### src/common/hawk_pkg.sv
// hawk shared types and width defaults for the page translation engine
package hawk_pkg;

    //////////////////////////////////////////////////////////////////////
    // width defaults
    //////////////////////////////////////////////////////////////////////

    // host page number width, also sets ATT depth
    localparam int HPPA_W_DEF = 8;
    // physical page number width
    localparam int PPA_W_DEF = 6;
    // physical pages, page 0 is the zero page
    localparam int NUM_PAGES_DEF = 16;

    //////////////////////////////////////////////////////////////////////
    // encodings
    //////////////////////////////////////////////////////////////////////

    // control unit FSM
    typedef enum logic [3:0] {
        IDLE,
        CHK_RD_ACTIVE,
        CHK_WR_ACTIVE,
        RD_LKP_REQ,
        WR_LKP_REQ,
        RD_LOOKUP_ALLOCATE,
        WR_LOOKUP_ALLOCATE
    } cu_state_e;

    // lookup stage FSM
    typedef enum logic [2:0] {
        LK_IDLE,
        LK_READ,
        LK_CHECK,
        LK_ALLOC,
        LK_RESP
    } lkup_state_e;

    // ATT entry status
    typedef enum logic [1:0] {
        ATT_UNMAPPED,
        ATT_ZERO,
        ATT_MAPPED
    } att_sts_e;

endpackage

### src/hawk_cpu_port.sv
// hawk cpu port, Wishbone classic slave holding one request for the control unit
`timescale 1ns/1ps

module hawk_cpu_port import hawk_pkg::*; #(
    parameter int HPPA_W = HPPA_W_DEF,
    parameter int PPA_W  = PPA_W_DEF
) (
    input  logic              clk_i,
    input  logic              rst_ni,
    // wishbone slave side
    input  logic              cyc,
    input  logic              stb,
    input  logic [HPPA_W-1:0] adr,
    input  logic [31:0]       dat_w,
    output logic [PPA_W-1:0]  dat_r,
    output logic              ack,
    output logic              err,
    // request towards control unit
    output logic              req_valid,
    output logic [HPPA_W-1:0] req_hppa,
    output logic              req_zero,
    // override back from control unit
    input  logic              ovrd_grant,
    input  logic [PPA_W-1:0]  ovrd_ppa,
    input  logic              ovrd_fault
);

    logic accept;

    // new cycle only when idle and not in the ack/err cycle
    // master still holds stb while ack is high
    assign accept = cyc && stb && !req_valid && !ack && !err;

    // request flag and single cycle response strobes
    always_ff @(posedge clk_i or negedge rst_ni) begin
        if (!rst_ni) begin
            req_valid <= 1'b0;
            ack       <= 1'b0;
            err       <= 1'b0;
        end else begin
            ack <= 1'b0;
            err <= 1'b0;
            if (accept) begin
                req_valid <= 1'b1;
            end else if (ovrd_grant) begin
                // grant closes the request
                req_valid <= 1'b0;
                ack       <= !ovrd_fault;
                err       <= ovrd_fault;
            end
        end
    end

    // holding registers
    always_ff @(posedge clk_i) begin
        if (accept) begin
            req_hppa <= adr;
            // all zero data marks a zero block
            req_zero <= (dat_w == 32'd0);
        end
        if (ovrd_grant) begin
            dat_r <= ovrd_ppa;
        end
    end

endmodule

### src/ctrl/hawk_ctrl_unit.sv
// hawk control unit, sequences init and serializes cpu lookups with rotating priority
`timescale 1ns/1ps

module hawk_ctrl_unit import hawk_pkg::*; #(
    parameter int HPPA_W = HPPA_W_DEF,
    parameter int PPA_W  = PPA_W_DEF
) (
    input  logic              clk_i,
    input  logic              rst_ni,
    // page writer handshake
    input  logic              init_att_done,
    input  logic              init_list_done,
    output logic              init_att,
    output logic              init_list,
    // cpu port requests
    input  logic              rd_req_valid,
    input  logic [HPPA_W-1:0] rd_req_hppa,
    input  logic              wr_req_valid,
    input  logic [HPPA_W-1:0] wr_req_hppa,
    input  logic              wr_req_zero,
    // cpu port overrides
    output logic              rd_ovrd_grant,
    output logic              wr_ovrd_grant,
    output logic [PPA_W-1:0]  ovrd_ppa,
    output logic              ovrd_fault,
    // lookup stage
    input  logic              lkup_ready,
    output logic              lkup_req,
    output logic [HPPA_W-1:0] lkup_hppa,
    output logic              lkup_zero,
    input  logic              trnsl_valid,
    input  logic [PPA_W-1:0]  trnsl_ppa,
    input  logic              trnsl_fault,
    // debug
    output cu_state_e         cu_state
);

    cu_state_e state_q;
    logic      rd_pend;
    logic      wr_pend;
    logic      pick_rd;
    logic      pick_wr;

    //////////////////////////////////////////////////////////////////////
    // arbitration
    //////////////////////////////////////////////////////////////////////

    // port valid drops one cycle after grant, mask that cycle
    assign rd_pend = rd_req_valid && !rd_ovrd_grant;
    assign wr_pend = wr_req_valid && !wr_ovrd_grant;

    // CHK_RD favours read, CHK_WR favours write
    assign pick_rd = rd_pend && ((state_q == CHK_RD_ACTIVE) ||
                                 (state_q == CHK_WR_ACTIVE && !wr_pend));
    assign pick_wr = wr_pend && ((state_q == CHK_WR_ACTIVE) ||
                                 (state_q == CHK_RD_ACTIVE && !rd_pend));

    //////////////////////////////////////////////////////////////////////
    // FSM
    //////////////////////////////////////////////////////////////////////

    always_ff @(posedge clk_i or negedge rst_ni) begin
        if (!rst_ni) begin
            state_q       <= IDLE;
            // init runs straight out of reset
            init_att      <= 1'b1;
            init_list     <= 1'b1;
            lkup_req      <= 1'b0;
            rd_ovrd_grant <= 1'b0;
            wr_ovrd_grant <= 1'b0;
        end else begin
            lkup_req      <= 1'b0;
            rd_ovrd_grant <= 1'b0;
            wr_ovrd_grant <= 1'b0;
            case (state_q)
                IDLE: begin
                    if (init_att_done) begin
                        init_att <= 1'b0;
                    end
                    if (init_list_done) begin
                        init_list <= 1'b0;
                    end
                    // no lookups until both sweeps are over
                    if (init_att_done && init_list_done) begin
                        state_q <= CHK_RD_ACTIVE;
                    end
                end
                CHK_RD_ACTIVE, CHK_WR_ACTIVE: begin
                    if (pick_rd) begin
                        state_q <= RD_LKP_REQ;
                    end else if (pick_wr) begin
                        state_q <= WR_LKP_REQ;
                    end
                end
                // hold request until lookup can take it
                RD_LKP_REQ: begin
                    if (lkup_ready) begin
                        lkup_req <= 1'b1;
                        state_q  <= RD_LOOKUP_ALLOCATE;
                    end
                end
                WR_LKP_REQ: begin
                    if (lkup_ready) begin
                        lkup_req <= 1'b1;
                        state_q  <= WR_LOOKUP_ALLOCATE;
                    end
                end
                // answer the port, then rotate priority
                RD_LOOKUP_ALLOCATE: begin
                    if (trnsl_valid) begin
                        rd_ovrd_grant <= 1'b1;
                        state_q       <= CHK_WR_ACTIVE;
                    end
                end
                WR_LOOKUP_ALLOCATE: begin
                    if (trnsl_valid) begin
                        wr_ovrd_grant <= 1'b1;
                        state_q       <= CHK_RD_ACTIVE;
                    end
                end
                default: state_q <= IDLE;
            endcase
        end
    end

    // lookup and override payload
    always_ff @(posedge clk_i) begin
        if (pick_rd) begin
            lkup_hppa <= rd_req_hppa;
            // a read carries no data, so it looks up like a zero write
            lkup_zero <= 1'b1;
        end else if (pick_wr) begin
            lkup_hppa <= wr_req_hppa;
            lkup_zero <= wr_req_zero;
        end
        if (trnsl_valid) begin
            ovrd_ppa   <= trnsl_ppa;
            ovrd_fault <= trnsl_fault;
        end
    end

    assign cu_state = state_q;

endmodule

### src/att/hawk_att_lookup.sv
// hawk ATT lookup stage, maps a host page or allocates from the free list
`timescale 1ns/1ps

module hawk_att_lookup import hawk_pkg::*; #(
    parameter int HPPA_W = HPPA_W_DEF,
    parameter int PPA_W  = PPA_W_DEF
) (
    input  logic              clk_i,
    input  logic              rst_ni,
    // request from control unit
    input  logic              lkup_req,
    input  logic [HPPA_W-1:0] lkup_hppa,
    input  logic              lkup_zero,
    output logic              lkup_ready,
    output logic              trnsl_valid,
    output logic [PPA_W-1:0]  trnsl_ppa,
    output logic              trnsl_fault,
    // store access
    output logic [HPPA_W-1:0] att_raddr,
    output logic              att_we,
    output logic [HPPA_W-1:0] att_waddr,
    output att_sts_e          att_wsts,
    output logic [PPA_W-1:0]  att_wppa,
    output logic              fl_pop,
    input  att_sts_e          att_rsts,
    input  logic [PPA_W-1:0]  att_rppa,
    input  logic [PPA_W-1:0]  fl_rdata,
    input  logic              fl_empty
);

    lkup_state_e       state_q;
    logic [HPPA_W-1:0] hppa_q;
    logic              zero_q;
    logic              need_alloc;

    assign lkup_ready  = (state_q == LK_IDLE);
    assign trnsl_valid = (state_q == LK_RESP);

    // non-zero access to anything not yet mapped needs a page
    assign need_alloc = !zero_q && (att_rsts != ATT_MAPPED);

    //////////////////////////////////////////////////////////////////////
    // store side
    //////////////////////////////////////////////////////////////////////

    assign att_raddr = hppa_q;
    assign att_waddr = hppa_q;
    // zero mark in check, mapped entry in alloc
    assign att_we    = (state_q == LK_ALLOC) ||
                       (state_q == LK_CHECK && zero_q && att_rsts == ATT_UNMAPPED);
    assign att_wsts  = (state_q == LK_ALLOC) ? ATT_MAPPED : ATT_ZERO;
    assign att_wppa  = (state_q == LK_ALLOC) ? fl_rdata : '0;
    // fifo head is already valid, pop and write same cycle
    assign fl_pop    = (state_q == LK_ALLOC);

    //////////////////////////////////////////////////////////////////////
    // FSM
    //////////////////////////////////////////////////////////////////////

    always_ff @(posedge clk_i or negedge rst_ni) begin
        if (!rst_ni) begin
            state_q <= LK_IDLE;
        end else begin
            case (state_q)
                LK_IDLE: begin
                    if (lkup_req) begin
                        state_q <= LK_READ;
                    end
                end
                // registered read of the entry
                LK_READ:  state_q <= LK_CHECK;
                // empty list ends as fault without alloc
                LK_CHECK: state_q <= (need_alloc && !fl_empty) ? LK_ALLOC : LK_RESP;
                LK_ALLOC: state_q <= LK_RESP;
                LK_RESP:  state_q <= LK_IDLE;
                default:  state_q <= LK_IDLE;
            endcase
        end
    end

    // request and result registers
    always_ff @(posedge clk_i) begin
        if (lkup_req && lkup_ready) begin
            hppa_q <= lkup_hppa;
            zero_q <= lkup_zero;
        end
        if (state_q == LK_CHECK) begin
            // zero entries and faults answer page 0
            trnsl_ppa   <= (att_rsts == ATT_MAPPED) ? att_rppa : '0;
            trnsl_fault <= need_alloc && fl_empty;
        end
        if (state_q == LK_ALLOC) begin
            trnsl_ppa <= fl_rdata;
        end
    end

endmodule

### src/att/hawk_att_store.sv
// hawk ATT store, entry memory with registered read and the free page FIFO
`timescale 1ns/1ps

module hawk_att_store import hawk_pkg::*; #(
    parameter int HPPA_W    = HPPA_W_DEF,
    parameter int PPA_W     = PPA_W_DEF,
    parameter int NUM_PAGES = NUM_PAGES_DEF
) (
    input  logic              clk_i,
    input  logic              rst_ni,
    // ATT write and read ports
    input  logic              att_we,
    input  logic [HPPA_W-1:0] att_waddr,
    input  att_sts_e          att_wsts,
    input  logic [PPA_W-1:0]  att_wppa,
    input  logic [HPPA_W-1:0] att_raddr,
    output att_sts_e          att_rsts,
    output logic [PPA_W-1:0]  att_rppa,
    // free list
    input  logic              fl_push,
    input  logic [PPA_W-1:0]  fl_wdata,
    input  logic              fl_pop,
    output logic [PPA_W-1:0]  fl_rdata,
    output logic              fl_empty
);

    localparam int DEPTH = 2 ** HPPA_W;
    localparam int PTR_W = $clog2(NUM_PAGES);

    att_sts_e         sts_mem  [DEPTH];
    logic [PPA_W-1:0] ppa_mem  [DEPTH];
    logic [PPA_W-1:0] fifo_mem [NUM_PAGES];
    logic [PTR_W-1:0] wr_ptr;
    logic [PTR_W-1:0] rd_ptr;
    logic [PTR_W:0]   count;
    logic             do_push;
    logic             do_pop;

    // pointer wrap for non power of two depth
    function automatic logic [PTR_W-1:0] ptr_inc(input logic [PTR_W-1:0] p);
        return (p == PTR_W'(NUM_PAGES - 1)) ? '0 : p + 1'b1;
    endfunction

    //////////////////////////////////////////////////////////////////////
    // ATT memory
    //////////////////////////////////////////////////////////////////////

    always_ff @(posedge clk_i) begin
        if (att_we) begin
            sts_mem[att_waddr] <= att_wsts;
            ppa_mem[att_waddr] <= att_wppa;
        end
        att_rsts <= sts_mem[att_raddr];
        att_rppa <= ppa_mem[att_raddr];
    end

    //////////////////////////////////////////////////////////////////////
    // free page FIFO
    //////////////////////////////////////////////////////////////////////

    assign do_push  = fl_push && (count != (PTR_W + 1)'(NUM_PAGES));
    assign do_pop   = fl_pop && !fl_empty;
    assign fl_empty = (count == '0);
    // first word fall through
    assign fl_rdata = fifo_mem[rd_ptr];

    always_ff @(posedge clk_i or negedge rst_ni) begin
        if (!rst_ni) begin
            wr_ptr <= '0;
            rd_ptr <= '0;
            count  <= '0;
        end else begin
            if (do_push) begin
                wr_ptr <= ptr_inc(wr_ptr);
            end
            if (do_pop) begin
                rd_ptr <= ptr_inc(rd_ptr);
            end
            if (do_push && !do_pop) begin
                count <= count + 1'b1;
            end else if (do_pop && !do_push) begin
                count <= count - 1'b1;
            end
        end
    end

    always_ff @(posedge clk_i) begin
        if (do_push) begin
            fifo_mem[wr_ptr] <= fl_wdata;
        end
    end

endmodule

### src/hawk_pg_writer.sv
// hawk page writer, clears the ATT and fills the free list after reset
`timescale 1ns/1ps

module hawk_pg_writer import hawk_pkg::*; #(
    parameter int HPPA_W    = HPPA_W_DEF,
    parameter int PPA_W     = PPA_W_DEF,
    parameter int NUM_PAGES = NUM_PAGES_DEF
) (
    input  logic              clk_i,
    input  logic              rst_ni,
    input  logic              init_att,
    input  logic              init_list,
    output logic              init_att_done,
    output logic              init_list_done,
    output logic              att_we,
    output logic [HPPA_W-1:0] att_waddr,
    output att_sts_e          att_wsts,
    output logic [PPA_W-1:0]  att_wppa,
    output logic              fl_push,
    output logic [PPA_W-1:0]  fl_wdata
);

    logic [HPPA_W-1:0] att_cnt;
    logic [PPA_W-1:0]  pg_cnt;

    // one entry and one page per cycle, both sweeps in parallel
    assign att_we    = init_att && !init_att_done;
    assign att_waddr = att_cnt;
    assign att_wsts  = ATT_UNMAPPED;
    assign att_wppa  = '0;
    assign fl_push   = init_list && !init_list_done;
    assign fl_wdata  = pg_cnt;

    always_ff @(posedge clk_i or negedge rst_ni) begin
        if (!rst_ni) begin
            att_cnt        <= '0;
            // page 0 stays off the list
            pg_cnt         <= PPA_W'(1);
            init_att_done  <= 1'b0;
            init_list_done <= 1'b0;
        end else begin
            if (att_we) begin
                att_cnt <= att_cnt + 1'b1;
                if (att_cnt == {HPPA_W{1'b1}}) begin
                    init_att_done <= 1'b1;
                end
            end
            if (fl_push) begin
                pg_cnt <= pg_cnt + 1'b1;
                if (pg_cnt == PPA_W'(NUM_PAGES - 1)) begin
                    init_list_done <= 1'b1;
                end
            end
        end
    end

endmodule

### src/hawk_top.sv
// hawk top, two cpu ports, control unit, ATT lookup, store and page writer
`timescale 1ns/1ps

module hawk_top import hawk_pkg::*; #(
    parameter int HPPA_W    = HPPA_W_DEF,
    parameter int PPA_W     = PPA_W_DEF,
    parameter int NUM_PAGES = NUM_PAGES_DEF
) (
    input  logic              clk_i,
    input  logic              rst_ni,
    // read port
    input  logic              rd_cyc,
    input  logic              rd_stb,
    input  logic [HPPA_W-1:0] rd_adr,
    output logic [PPA_W-1:0]  rd_dat_r,
    output logic              rd_ack,
    output logic              rd_err,
    // write port
    input  logic              wr_cyc,
    input  logic              wr_stb,
    input  logic [HPPA_W-1:0] wr_adr,
    input  logic [31:0]       wr_dat_w,
    output logic [PPA_W-1:0]  wr_dat_r,
    output logic              wr_ack,
    output logic              wr_err,
    // debug
    output cu_state_e         cu_state
);

    // port to control
    logic              rd_req_valid, wr_req_valid, wr_req_zero;
    logic [HPPA_W-1:0] rd_req_hppa, wr_req_hppa;
    logic              rd_ovrd_grant, wr_ovrd_grant, ovrd_fault;
    logic [PPA_W-1:0]  ovrd_ppa;
    // init handshake
    logic              init_att, init_list, init_att_done, init_list_done;
    // control to lookup
    logic              lkup_ready, lkup_req, lkup_zero;
    logic [HPPA_W-1:0] lkup_hppa;
    logic              trnsl_valid, trnsl_fault;
    logic [PPA_W-1:0]  trnsl_ppa;
    // store ports
    logic [HPPA_W-1:0] att_raddr, att_waddr;
    att_sts_e          att_rsts, att_wsts;
    logic [PPA_W-1:0]  att_rppa, att_wppa;
    logic              att_we;
    logic              fl_push, fl_pop, fl_empty;
    logic [PPA_W-1:0]  fl_wdata, fl_rdata;
    // write side candidates
    logic              lk_att_we, pw_att_we;
    logic [HPPA_W-1:0] lk_att_waddr, pw_att_waddr;
    att_sts_e          lk_att_wsts, pw_att_wsts;
    logic [PPA_W-1:0]  lk_att_wppa, pw_att_wppa;
    logic              init_done;

    //////////////////////////////////////////////////////////////////////
    // cpu ports
    //////////////////////////////////////////////////////////////////////

    // read data tied high, never a zero block
    hawk_cpu_port #(.HPPA_W(HPPA_W), .PPA_W(PPA_W)) i_rd_port (
        .clk_i      (clk_i),
        .rst_ni     (rst_ni),
        .cyc        (rd_cyc),
        .stb        (rd_stb),
        .adr        (rd_adr),
        .dat_w      ({32{1'b1}}),
        .dat_r      (rd_dat_r),
        .ack        (rd_ack),
        .err        (rd_err),
        .req_valid  (rd_req_valid),
        .req_hppa   (rd_req_hppa),
        .req_zero   (),
        .ovrd_grant (rd_ovrd_grant),
        .ovrd_ppa   (ovrd_ppa),
        .ovrd_fault (ovrd_fault)
    );

    hawk_cpu_port #(.HPPA_W(HPPA_W), .PPA_W(PPA_W)) i_wr_port (
        .clk_i      (clk_i),
        .rst_ni     (rst_ni),
        .cyc        (wr_cyc),
        .stb        (wr_stb),
        .adr        (wr_adr),
        .dat_w      (wr_dat_w),
        .dat_r      (wr_dat_r),
        .ack        (wr_ack),
        .err        (wr_err),
        .req_valid  (wr_req_valid),
        .req_hppa   (wr_req_hppa),
        .req_zero   (wr_req_zero),
        .ovrd_grant (wr_ovrd_grant),
        .ovrd_ppa   (ovrd_ppa),
        .ovrd_fault (ovrd_fault)
    );

    //////////////////////////////////////////////////////////////////////
    // control, lookup, store, init
    //////////////////////////////////////////////////////////////////////

    hawk_ctrl_unit #(.HPPA_W(HPPA_W), .PPA_W(PPA_W)) i_ctrl (.*);

    hawk_att_lookup #(.HPPA_W(HPPA_W), .PPA_W(PPA_W)) i_lookup (
        .clk_i       (clk_i),
        .rst_ni      (rst_ni),
        .lkup_req    (lkup_req),
        .lkup_hppa   (lkup_hppa),
        .lkup_zero   (lkup_zero),
        .lkup_ready  (lkup_ready),
        .trnsl_valid (trnsl_valid),
        .trnsl_ppa   (trnsl_ppa),
        .trnsl_fault (trnsl_fault),
        .att_raddr   (att_raddr),
        .att_we      (lk_att_we),
        .att_waddr   (lk_att_waddr),
        .att_wsts    (lk_att_wsts),
        .att_wppa    (lk_att_wppa),
        .fl_pop      (fl_pop),
        .att_rsts    (att_rsts),
        .att_rppa    (att_rppa),
        .fl_rdata    (fl_rdata),
        .fl_empty    (fl_empty)
    );

    hawk_att_store #(.HPPA_W(HPPA_W), .PPA_W(PPA_W), .NUM_PAGES(NUM_PAGES)) i_store (.*);

    hawk_pg_writer #(.HPPA_W(HPPA_W), .PPA_W(PPA_W), .NUM_PAGES(NUM_PAGES)) i_pg_writer (
        .clk_i          (clk_i),
        .rst_ni         (rst_ni),
        .init_att       (init_att),
        .init_list      (init_list),
        .init_att_done  (init_att_done),
        .init_list_done (init_list_done),
        .att_we         (pw_att_we),
        .att_waddr      (pw_att_waddr),
        .att_wsts       (pw_att_wsts),
        .att_wppa       (pw_att_wppa),
        .fl_push        (fl_push),
        .fl_wdata       (fl_wdata)
    );

    // page writer owns the ATT write port until both sweeps end
    assign init_done = init_att_done && init_list_done;
    assign att_we    = init_done ? lk_att_we    : pw_att_we;
    assign att_waddr = init_done ? lk_att_waddr : pw_att_waddr;
    assign att_wsts  = init_done ? lk_att_wsts  : pw_att_wsts;
    assign att_wppa  = init_done ? lk_att_wppa  : pw_att_wppa;

endmodule

### config.mk
export PLATFORM = sky130hd
export DESIGN_NAME = hawk_top
export DESIGN_NICKNAME = d
export VERILOG_FILES = /design/src/common/hawk_pkg.sv /design/src/hawk_cpu_port.sv /design/src/ctrl/hawk_ctrl_unit.sv /design/src/att/hawk_att_lookup.sv /design/src/att/hawk_att_store.sv /design/src/hawk_pg_writer.sv /design/src/hawk_top.sv
export SDC_FILE = /design/constraint.sdc
export NUM_CORES = 2
export LEC_CHECK = 0
export BUFFER_PORTS_ARGS = -buffer_cell sky130_fd_sc_hd__buf_2
export CAP_MARGIN = 25
export CORE_ASPECT_RATIO = 2
export CORE_MARGIN = 4
export CORE_UTILIZATION = 47
export DETAILED_ROUTE_END_ITERATION = 8
export PLACE_DENSITY = 0.66
export SLEW_MARGIN = 25
export SYNTH_ARGS = -nofsm -noshare
export SYNTH_HDL_FRONTEND = slang
export SYNTH_SLANG_ARGS = --single-unit
### constraint.sdc
create_clock -name clk_i -period 7.7 [get_ports clk_i]
set_clock_uncertainty 0.05 [all_clocks]
set_input_delay 0.77 -clock clk_i [delete_from_list [all_inputs] [get_ports clk_i]]
set_output_delay 0.77 -clock clk_i [all_outputs]
set_load 0.05 [all_outputs]
Yosys cells after proc, flatten, opt, wreduce, memory -nomap -nowiden
Memory sizes are Yosys's and may differ from the RTL's. A register that Yosys moved wholly into a read port is not among the register bits.
Cells that the tools add are included.
- bits in registers: 108
- latch bits: 0
- RAM bits: 2144
- bits in read-only memories: 0
- bits of input ports: 54
- output and inout port bits: 20
- word-level logic and storage cells: 177
- memories: 3
- add/subtract/negate cells: 6
- multipliers: 0
- divide/modulo/power cells: 0
- order comparisons: 0
- equality and inequality tests: 24
- shift operators: 0
- mux-type cells: 47
- bitwise gates (word level): 0
- reductions and logical operators: 64
- memories (name ; words ; width ; read ports ; clocked after memory_dff ; write ports ; line ; source):
    i_store.ppa_mem ; 256 ; 6 ; 1 ; 1 ; 1 ; hawk_att_store.sv:31 ; logic [PPA_W-1:0] ppa_mem [DEPTH];
    i_store.sts_mem ; 256 ; 2 ; 1 ; 1 ; 1 ; hawk_att_store.sv:30 ; att_sts_e sts_mem [DEPTH];
    i_store.fifo_mem ; 16 ; 6 ; 1 ; 0 ; 1 ; hawk_att_store.sv:32 ; logic [PPA_W-1:0] fifo_mem [NUM_PAGES];
- operator list (operator ; count):
    $mux 4 ; 9
    $logic_not 32->1 ; 1
    $mux 6 ; 5
    $logic_and 1x1->1 ; 27
    $mux 8 ; 3
    $pmux 4 s6 ; 1
    $mux 1 ; 22
    $logic_not 1->1 ; 17
    $eq 4x3->1 const B ; 3
    $pmux 3 s4 ; 1
    $mux 5 ; 2
    $reduce_bool 2->1 ; 5
    $add 4x1->4 const B ; 2
    $add 8x1->8 const B ; 1
    $eq 4x2->1 const B ; 2
    $eq 4x4->1 const B ; 2
    $eq 8x8->1 const B ; 1
    $ne 2x1->1 const B ; 4
    $reduce_and 2->1 ; 4
    $add 6x1->6 const B ; 1
    $eq 3x2->1 const B ; 2
    $eq 6x4->1 const B ; 1
    $mux 3 ; 2
    $ne 2x2->1 const B ; 3
    16 further kinds ; 20

Logic depth before layout (Yosys ltp)
- word-level depth: 9
- depth in mapped cells: 13
- mapped depth without buffers: 13

By module
From an unflattened synthesis, not the netlist that was laid out.
- cell total of the unflattened synthesis: 4411
- area total of the unflattened synthesis: 88720.1 sq um
- by module, submodules not included (module ; instances ; cells each ; area an instance (sq um) ; sequential area each (sq um)):
    hawk_att_store ; 1 ; 4107 ; 84384.7 ; 64867.2
    hawk_cpu_port ; 2 ; 36 ; 635.6 ; 525.5
    hawk_ctrl_unit ; 1 ; 89 ; 1119.8 ; 673.1
    hawk_att_lookup ; 1 ; 61 ; 905.9 ; 555.5
    hawk_pg_writer ; 1 ; 62 ; 774.5 ; 401.6
    hawk_top ; 1 ; 20 ; 264.0 ; 0.0

Worst setup path before layout
Ideal clock, no wire load.
- kind: register -> register
- start: reg i_lookup.state_q[1]
- end: mem i_store.sts_mem[0][0] in the netlist's numbering, data pin
- setup time: 1393 ps
- arrival time: 6961 ps
- data required time: 6257 ps
- setup slack: -703 ps
- stages on the path, launching flop included: 6
- path buffers: 1
- period minus slack after synthesis: 8403 ps
- cell sequence: dfrtp_1 -> nand2b_1 -> inv_1 -> and2_1 -> clkbuf_1 -> nor2_1
- word-level cells in the longest chain between the ends: 3
- RTL lines (what ; line ; source):
    start, declared ; hawk_att_lookup.sv:31 ; lkup_state_e state_q;
    start signal, assigned ; hawk_att_lookup.sv:73 ; LK_CHECK: state_q <= (need_alloc && !fl_empty) ? LK_ALLOC : LK_RESP;
    $eq 3x2->1 ; hawk_att_lookup.sv:51 ; assign att_wsts = (state_q == LK_ALLOC) ? ATT_MAPPED : ATT_ZERO;
    $mux 2 ; hawk_att_lookup.sv:51 ;
    $mux 2 ; hawk_top.sv:146 ; assign att_wsts = init_done ? lk_att_wsts : pw_att_wsts;
    named net att_wsts[0] ; hawk_top.sv:44 ; att_sts_e att_rsts, att_wsts;
    end, declared ; hawk_att_store.sv:30 ;
The timed path passes the listed nets, and every way through them passes these cells.

Worst setup path after layout
- start: reg i_lookup.hppa_q[2], in the netlist i_lookup.att_raddr[2]
- end: mem i_store.ppa_mem[60][5] in the netlist's numbering, enable pin
- word-level cells in the longest chain between the ends: 1
- RTL lines (what ; line ; source):
    start, declared ; hawk_att_lookup.sv:32 ; logic [HPPA_W-1:0] hppa_q;
    start signal, assigned ; hawk_att_lookup.sv:84 ; hppa_q <= lkup_hppa;
    $mux 8 ; hawk_top.sv:145 ; assign att_waddr = init_done ? lk_att_waddr : pw_att_waddr;
    end, declared ; hawk_att_store.sv:31 ;
No other way between the ends.

==> impl_metrics.prom <==
# TYPE chip_impl_metric gauge
chip_impl_info{name="worstReg2RegStart",value="i_lookup.att_raddr[2]"} 1
chip_impl_metric{name="vias",unit=""} 41800
chip_impl_metric{name="fillcell_total",unit=""} 14500
chip_impl_metric{name="setup.reg_to_reg.worst_slack",unit="ns"} 3.10
chip_impl_metric{name="power.share.clock",unit=""} 0.403
chip_impl_metric{name="cts_inserted_buffers",unit=""} 180
chip_impl_metric{name="port-buffer-count",unit=""} 72
chip_impl_metric{name="post-route-worst-setup-slack",unit="ns"} 3.10
chip_impl_metric{name="synth-seq-cells",unit=""} 2259
chip_impl_metric{name="max-cap-violations",unit=""} 0
chip_impl_metric{name="cts_hold_repair.buffers",unit=""} 1
chip_impl_metric{name="yosys.area.top_type_share",unit=""} 0.756
chip_impl_metric{name="synthesis.instances",unit=""} 4251
chip_impl_metric{name="antenna_found_initial",unit=""} 4
chip_impl_info{name="cell_chosen_for_the_clock_root",value="clkbuf_16"} 1
chip_impl_metric{name="remaining_drc_errors",unit=""} 0
chip_impl_info{name="timing.critical_path.to_type",value="register"} 1
chip_impl_info{name="largest_family_of_logic_cells_by_synthesized_area",value="multiplexers"} 1
chip_impl_metric{name="grt_pass1_wl",unit="µm"} 311000
chip_impl_info{name="cts_tree",value="yes"} 1
chip_impl_info{name="crit_path_start_kind",value="register"} 1
chip_impl_metric{name="layout-drive-gt1-share",unit=""} 0.209
chip_impl_metric{name="power-per-cell-area",unit="mW/mm²"} 231
chip_impl_metric{name="htreeDepth",unit=""} 4
chip_impl_metric{name="ir_drop",unit="µV"} 217
chip_impl_metric{name="wirelength",unit="µm"} 213000
chip_impl_metric{name="postCtsSetupBuffers",unit=""} 0
chip_impl_info{name="worstHoldPathType",value="in2reg"} 1
chip_impl_metric{name="final_antenna_net_count",unit=""} 0
chip_impl_metric{name="synthAdderAreaFrac",unit=""} 0.00192
chip_impl_metric{name="syn_area_per_cell",unit="µm²"} 20.6
chip_impl_metric{name="layout_worst_path_cycle_share",unit=""} 0.597
chip_impl_metric{name="totalNegativeSetupSlack",unit="ns"} 0
chip_impl_metric{name="max_slew.worst_pin.slew",unit="ns"} 1.10
chip_impl_metric{name="post_synth_instance_area",unit="mm²"} 0.0875
chip_impl_metric{name="dp_hpwl",unit="µm"} 137000
chip_impl_metric{name="minimum_period_implied_by_the_final_worst_setup_slack",unit="ns"} 4.60
chip_impl_metric{name="area_growth",unit="%"} 9.94
chip_impl_metric{name="first_global_vias",unit=""} 44300
chip_impl_metric{name="design.die.area",unit="mm²"} 0.194
chip_impl_metric{name="ctsLongestPathBuffers",unit=""} 4
chip_impl_metric{name="fmaxAchievable",unit="GHz"} 0.217
chip_impl_metric{name="grt_remaining_overflow",unit=""} 0
chip_impl_metric{name="arrival",unit="ns"} 4.98
chip_impl_metric{name="power.leakage",unit="µW"} 0.0247
chip_impl_info{name="min_delay_src",value="wr_adr[4]"} 1
chip_impl_metric{name="dpl_worst_slack",unit="ns"} 3.08
chip_impl_metric{name="insertion_delay",unit="ns"} 0.81
chip_impl_info{name="synth.area.top_cells",value="edfxtp_1, mux4_2, mux2i_1"} 1
chip_impl_metric{name="dr.pass1.iters",unit=""} 6
chip_impl_metric{name="multi_input_gate_area",unit="mm²"} 0.0188
chip_impl_metric{name="max-slew-margin-rel",unit=""} 0.261
chip_impl_metric{name="power.share.combinational",unit=""} 0.001
chip_impl_metric{name="cp_max_fanout",unit=""} 25
chip_impl_metric{name="critical_path.max_stage_delay",unit="ns"} 0.71
chip_impl_metric{name="grt_max_degree",unit=""} 250
chip_impl_metric{name="start_util",unit=""} 0.474
chip_impl_metric{name="grt.total_usage",unit=""} 0.220
chip_impl_metric{name="dr.first_iter.drc_count",unit=""} 3885
chip_impl_metric{name="synth.mux.area_fraction",unit=""} 0.140
chip_impl_metric{name="clkTransAtPathRegs",unit="ns"} 0.07
chip_impl_metric{name="synthesis.nets",unit=""} 4317
chip_impl_metric{name="gp_congestion",unit=""} 0.866
chip_impl_info{name="run_status",value="complete, no violations"} 1
chip_impl_info{name="critical_path_type",value="reg2reg"} 1
chip_impl_metric{name="ios",unit=""} 74
chip_impl_metric{name="report.final.hold_viol_count",unit=""} 0
chip_impl_info{name="unrepaired_setup_endpoints_after_global_routing",value="false"} 1
chip_impl_metric{name="synth_compound_area_frac",unit=""} 0.0396
chip_impl_metric{name="power.internal",unit="µW"} 18100
chip_impl_metric{name="numClockSinks",unit=""} 2259
chip_impl_metric{name="finalNetCount",unit=""} 4406
chip_impl_metric{name="synth_cell_types",unit=""} 67
chip_impl_metric{name="wire_per_inst",unit="µm"} 30.6
chip_impl_info{name="worst_r2r_endpoint",value="i_store.ppa_mem[60][5]"} 1
chip_impl_metric{name="cts-resized-gates",unit=""} 0
chip_impl_metric{name="power.switching_fraction",unit=""} 0.188
chip_impl_metric{name="share_of_synthesized_flip_flops_with_an_asynchronous_set_or_reset",unit=""} 0.0204
chip_impl_info{name="synth_largest_area_cell",value="edfxtp_1"} 1
chip_impl_info{name="cpMostUsedCell",value="buf_4"} 1
chip_impl_metric{name="sequential_share_of_power",unit=""} 0.596
chip_impl_metric{name="timing.final.setup_violations",unit=""} 0
chip_impl_metric{name="ys_warn_count",unit=""} 0
chip_impl_metric{name="seq_area",unit="mm²"} 0.0675
chip_impl_info{name="yosys_most_used_dff",value="edfxtp_1"} 1
chip_impl_metric{name="avg_vias_per_cell",unit=""} 6.01
chip_impl_info{name="min_delay_worst_endpoint",value="i_wr_port.req_hppa[4]"} 1
chip_impl_metric{name="row_count",unit=""} 223
chip_impl_metric{name="synth-simple-area-share",unit=""} 0.0284
chip_impl_metric{name="die_span_in_y",unit="µm"} 618
chip_impl_metric{name="worstRegToRegCells",unit=""} 8
chip_impl_info{name="chain_of_cells_forming_the_critical_path",value="buf_4 -> and2_2 -> buf_4 -> nand2_1 -> a21oi_1 -> nand2_1 -> buf_4 -> nor2_1"} 1
chip_impl_metric{name="post_synth_edffs",unit=""} 2204
chip_impl_metric{name="die_w",unit="µm"} 313
chip_impl_metric{name="synthXorXnorAreaFrac",unit=""} 0.00190
chip_impl_metric{name="critPathRequiredTime",unit="ns"} 8.08
chip_impl_metric{name="p_switching",unit="µW"} 4190
chip_impl_metric{name="synth_sequential_area_ratio",unit=""} 0.772
chip_impl_metric{name="final-max-slew-violation-count",unit=""} 0
chip_impl_metric{name="fp.coreArea",unit="mm²"} 0.185
chip_impl_info{name="critical_path.slowest_cell",value="nor2_1"} 1
chip_impl_metric{name="worstHoldPathCells",unit=""} 1
[layer usage]
layer / up-vias / wire (µm) / track usage
met5: - / 0 / 0
met2: 1550 / 121000 / 0.424
met1: 22000 / 69000 / 0.235
li1: 17700 / - / -
met3: 471 / 10700 / 0.0255
met4: 0 / 12700 / 0.112
[power by group through the flow]
stage / logic, µW / clock network, µW / registers, µW
floorplan: 2.40 / 0 / 13500
global placement: 20.4 / 0 / 13500
detailed placement: 21.1 / 0 / 13500
CTS: 21.4 / 9100 / 13300
global route: 23.6 / 9560 / 13300
finish: 21.1 / 8970 / 13300
[worst max-delay path: cells and delay by family, from the launching register on]
family	cells	cell delay, ns
simple gates	4	2.03
buf+inv	3	1.46
flops	1	0.32
compound gates	1	0.31
[metrics by stage]
stage / total power, µW / hold WS [ns] / utilization / cell area, µm² / instances
global placement: 13600 / 0.366 / 0.489 / 90400 / 6627
detailed placement: 13600 / 0.358 / 0.490 / 90500 / 6629
finish: 22300 / 0.0933 / 0.521 / 96200 / 6954
floorplan: 13500 / 0.350 / - / 87500 / 4251
CTS: 22400 / 0.0288 / 0.520 / 96100 / 6947
global route: 22800 / 0.0690 / 0.521 / 96200 / 6951
[state kept, by name (all words and copies together), names as in the netlist, 6 cells and up]
signal,flops
i_store.ppa_mem,1536
i_store.sts_mem,512
i_store.fifo_mem,96
i_ctrl.lkup_hppa,8
i_lookup.att_raddr,8
i_pg_writer.att_waddr,8
i_rd_port.req_hppa,8
i_wr_port.req_hppa,8
i_ctrl.ovrd_ppa,6
i_lookup.trnsl_ppa,6
i_pg_writer.fl_wdata,6
i_rd_port.dat_r,6
i_store.att_rppa,6
i_wr_port.dat_r,6
[cell families after synthesis]
group           after synthesis
mux                         637
buf+inv                     268
flops                      2259
fa+ha+maj                    13
simple gates                574
other cells                   1
xor+xnor                     19
compound gates              480
[placed cells by master (no fill, tap or decap), types with 26 or more instances in the layout]
cell type     n
buf_4        69
nand2_1     126
a21oi_1      76
buf_2        73
edfxtp_1   2204
a22oi_1     162
clkbuf_16   183
a22o_1       26
o22ai_1      31
clkbuf_1     34
mux4_2      467
mux2i_1     152
o21ai_0      26
clkinv_1     42
o221ai_1     32
dfrtp_1      43
nor2_1      289
[worst max-delay path by stage]
stage / from / to / slack [ns]
after detailed placement: i_lookup.att_raddr[2] / i_store.ppa_mem[76][0] / 3.08
after global placement: i_lookup.att_raddr[0] / i_store.att_rppa[5] / 2.27
after CTS: i_lookup.att_raddr[2] / i_store.sts_mem[76][0] / 3.08
after global routing: i_lookup.att_raddr[0] / i_store.att_rppa[2] / 2.95
final: i_lookup.att_raddr[2] / i_store.ppa_mem[60][5] / 3.10
after floorplan: i_store.rd_ptr[0] / i_store.ppa_mem[0][1] / 1.90
[cells in the mapped netlist, types with 7 or more instances]
cell type	instances
edfxtp_1	2204
mux4_2	467
nor2_1	303
a22oi_1	162
mux2i_1	152
nand2_1	130
clkbuf_1	113
a21oi_1	76
buf_2	52
dfrtp_1	43
buf_4	40
o221ai_1	32
o22ai_1	31
buf_6	27
o21ai_0	27
a22o_1	26
nand3_1	25
a221oi_1	24
a211oi_1	22
nand2b_1	20
mux2_2	18
buf_1	17
and3_1	16
inv_1	16
nor2b_1	15
o32ai_1	14
nor3_1	12
ha_1	11
nand4_1	11
nor4_1	11
o211ai_1	11
xnor2_1	11
a21boi_0	9
dfxtp_1	9
and2_1	8
xor2_1	8
a21o_1	7
[final cells by class]
cell class / instances / area share
Multi-Input combinational cell: 1724 / 0.195
Inverter: 17 / 0.000663
Sequential cell: 2259 / 0.702
Antenna cell: 4 / 0.000104
Clock buffer: 223 / 0.0498
Clock inverter: 94 / 0.00775
Tap cell: 2475 / 0.0322
Timing Repair Buffer: 158 / 0.0126
No activity file was read; power rests on OpenSTA's default activity.
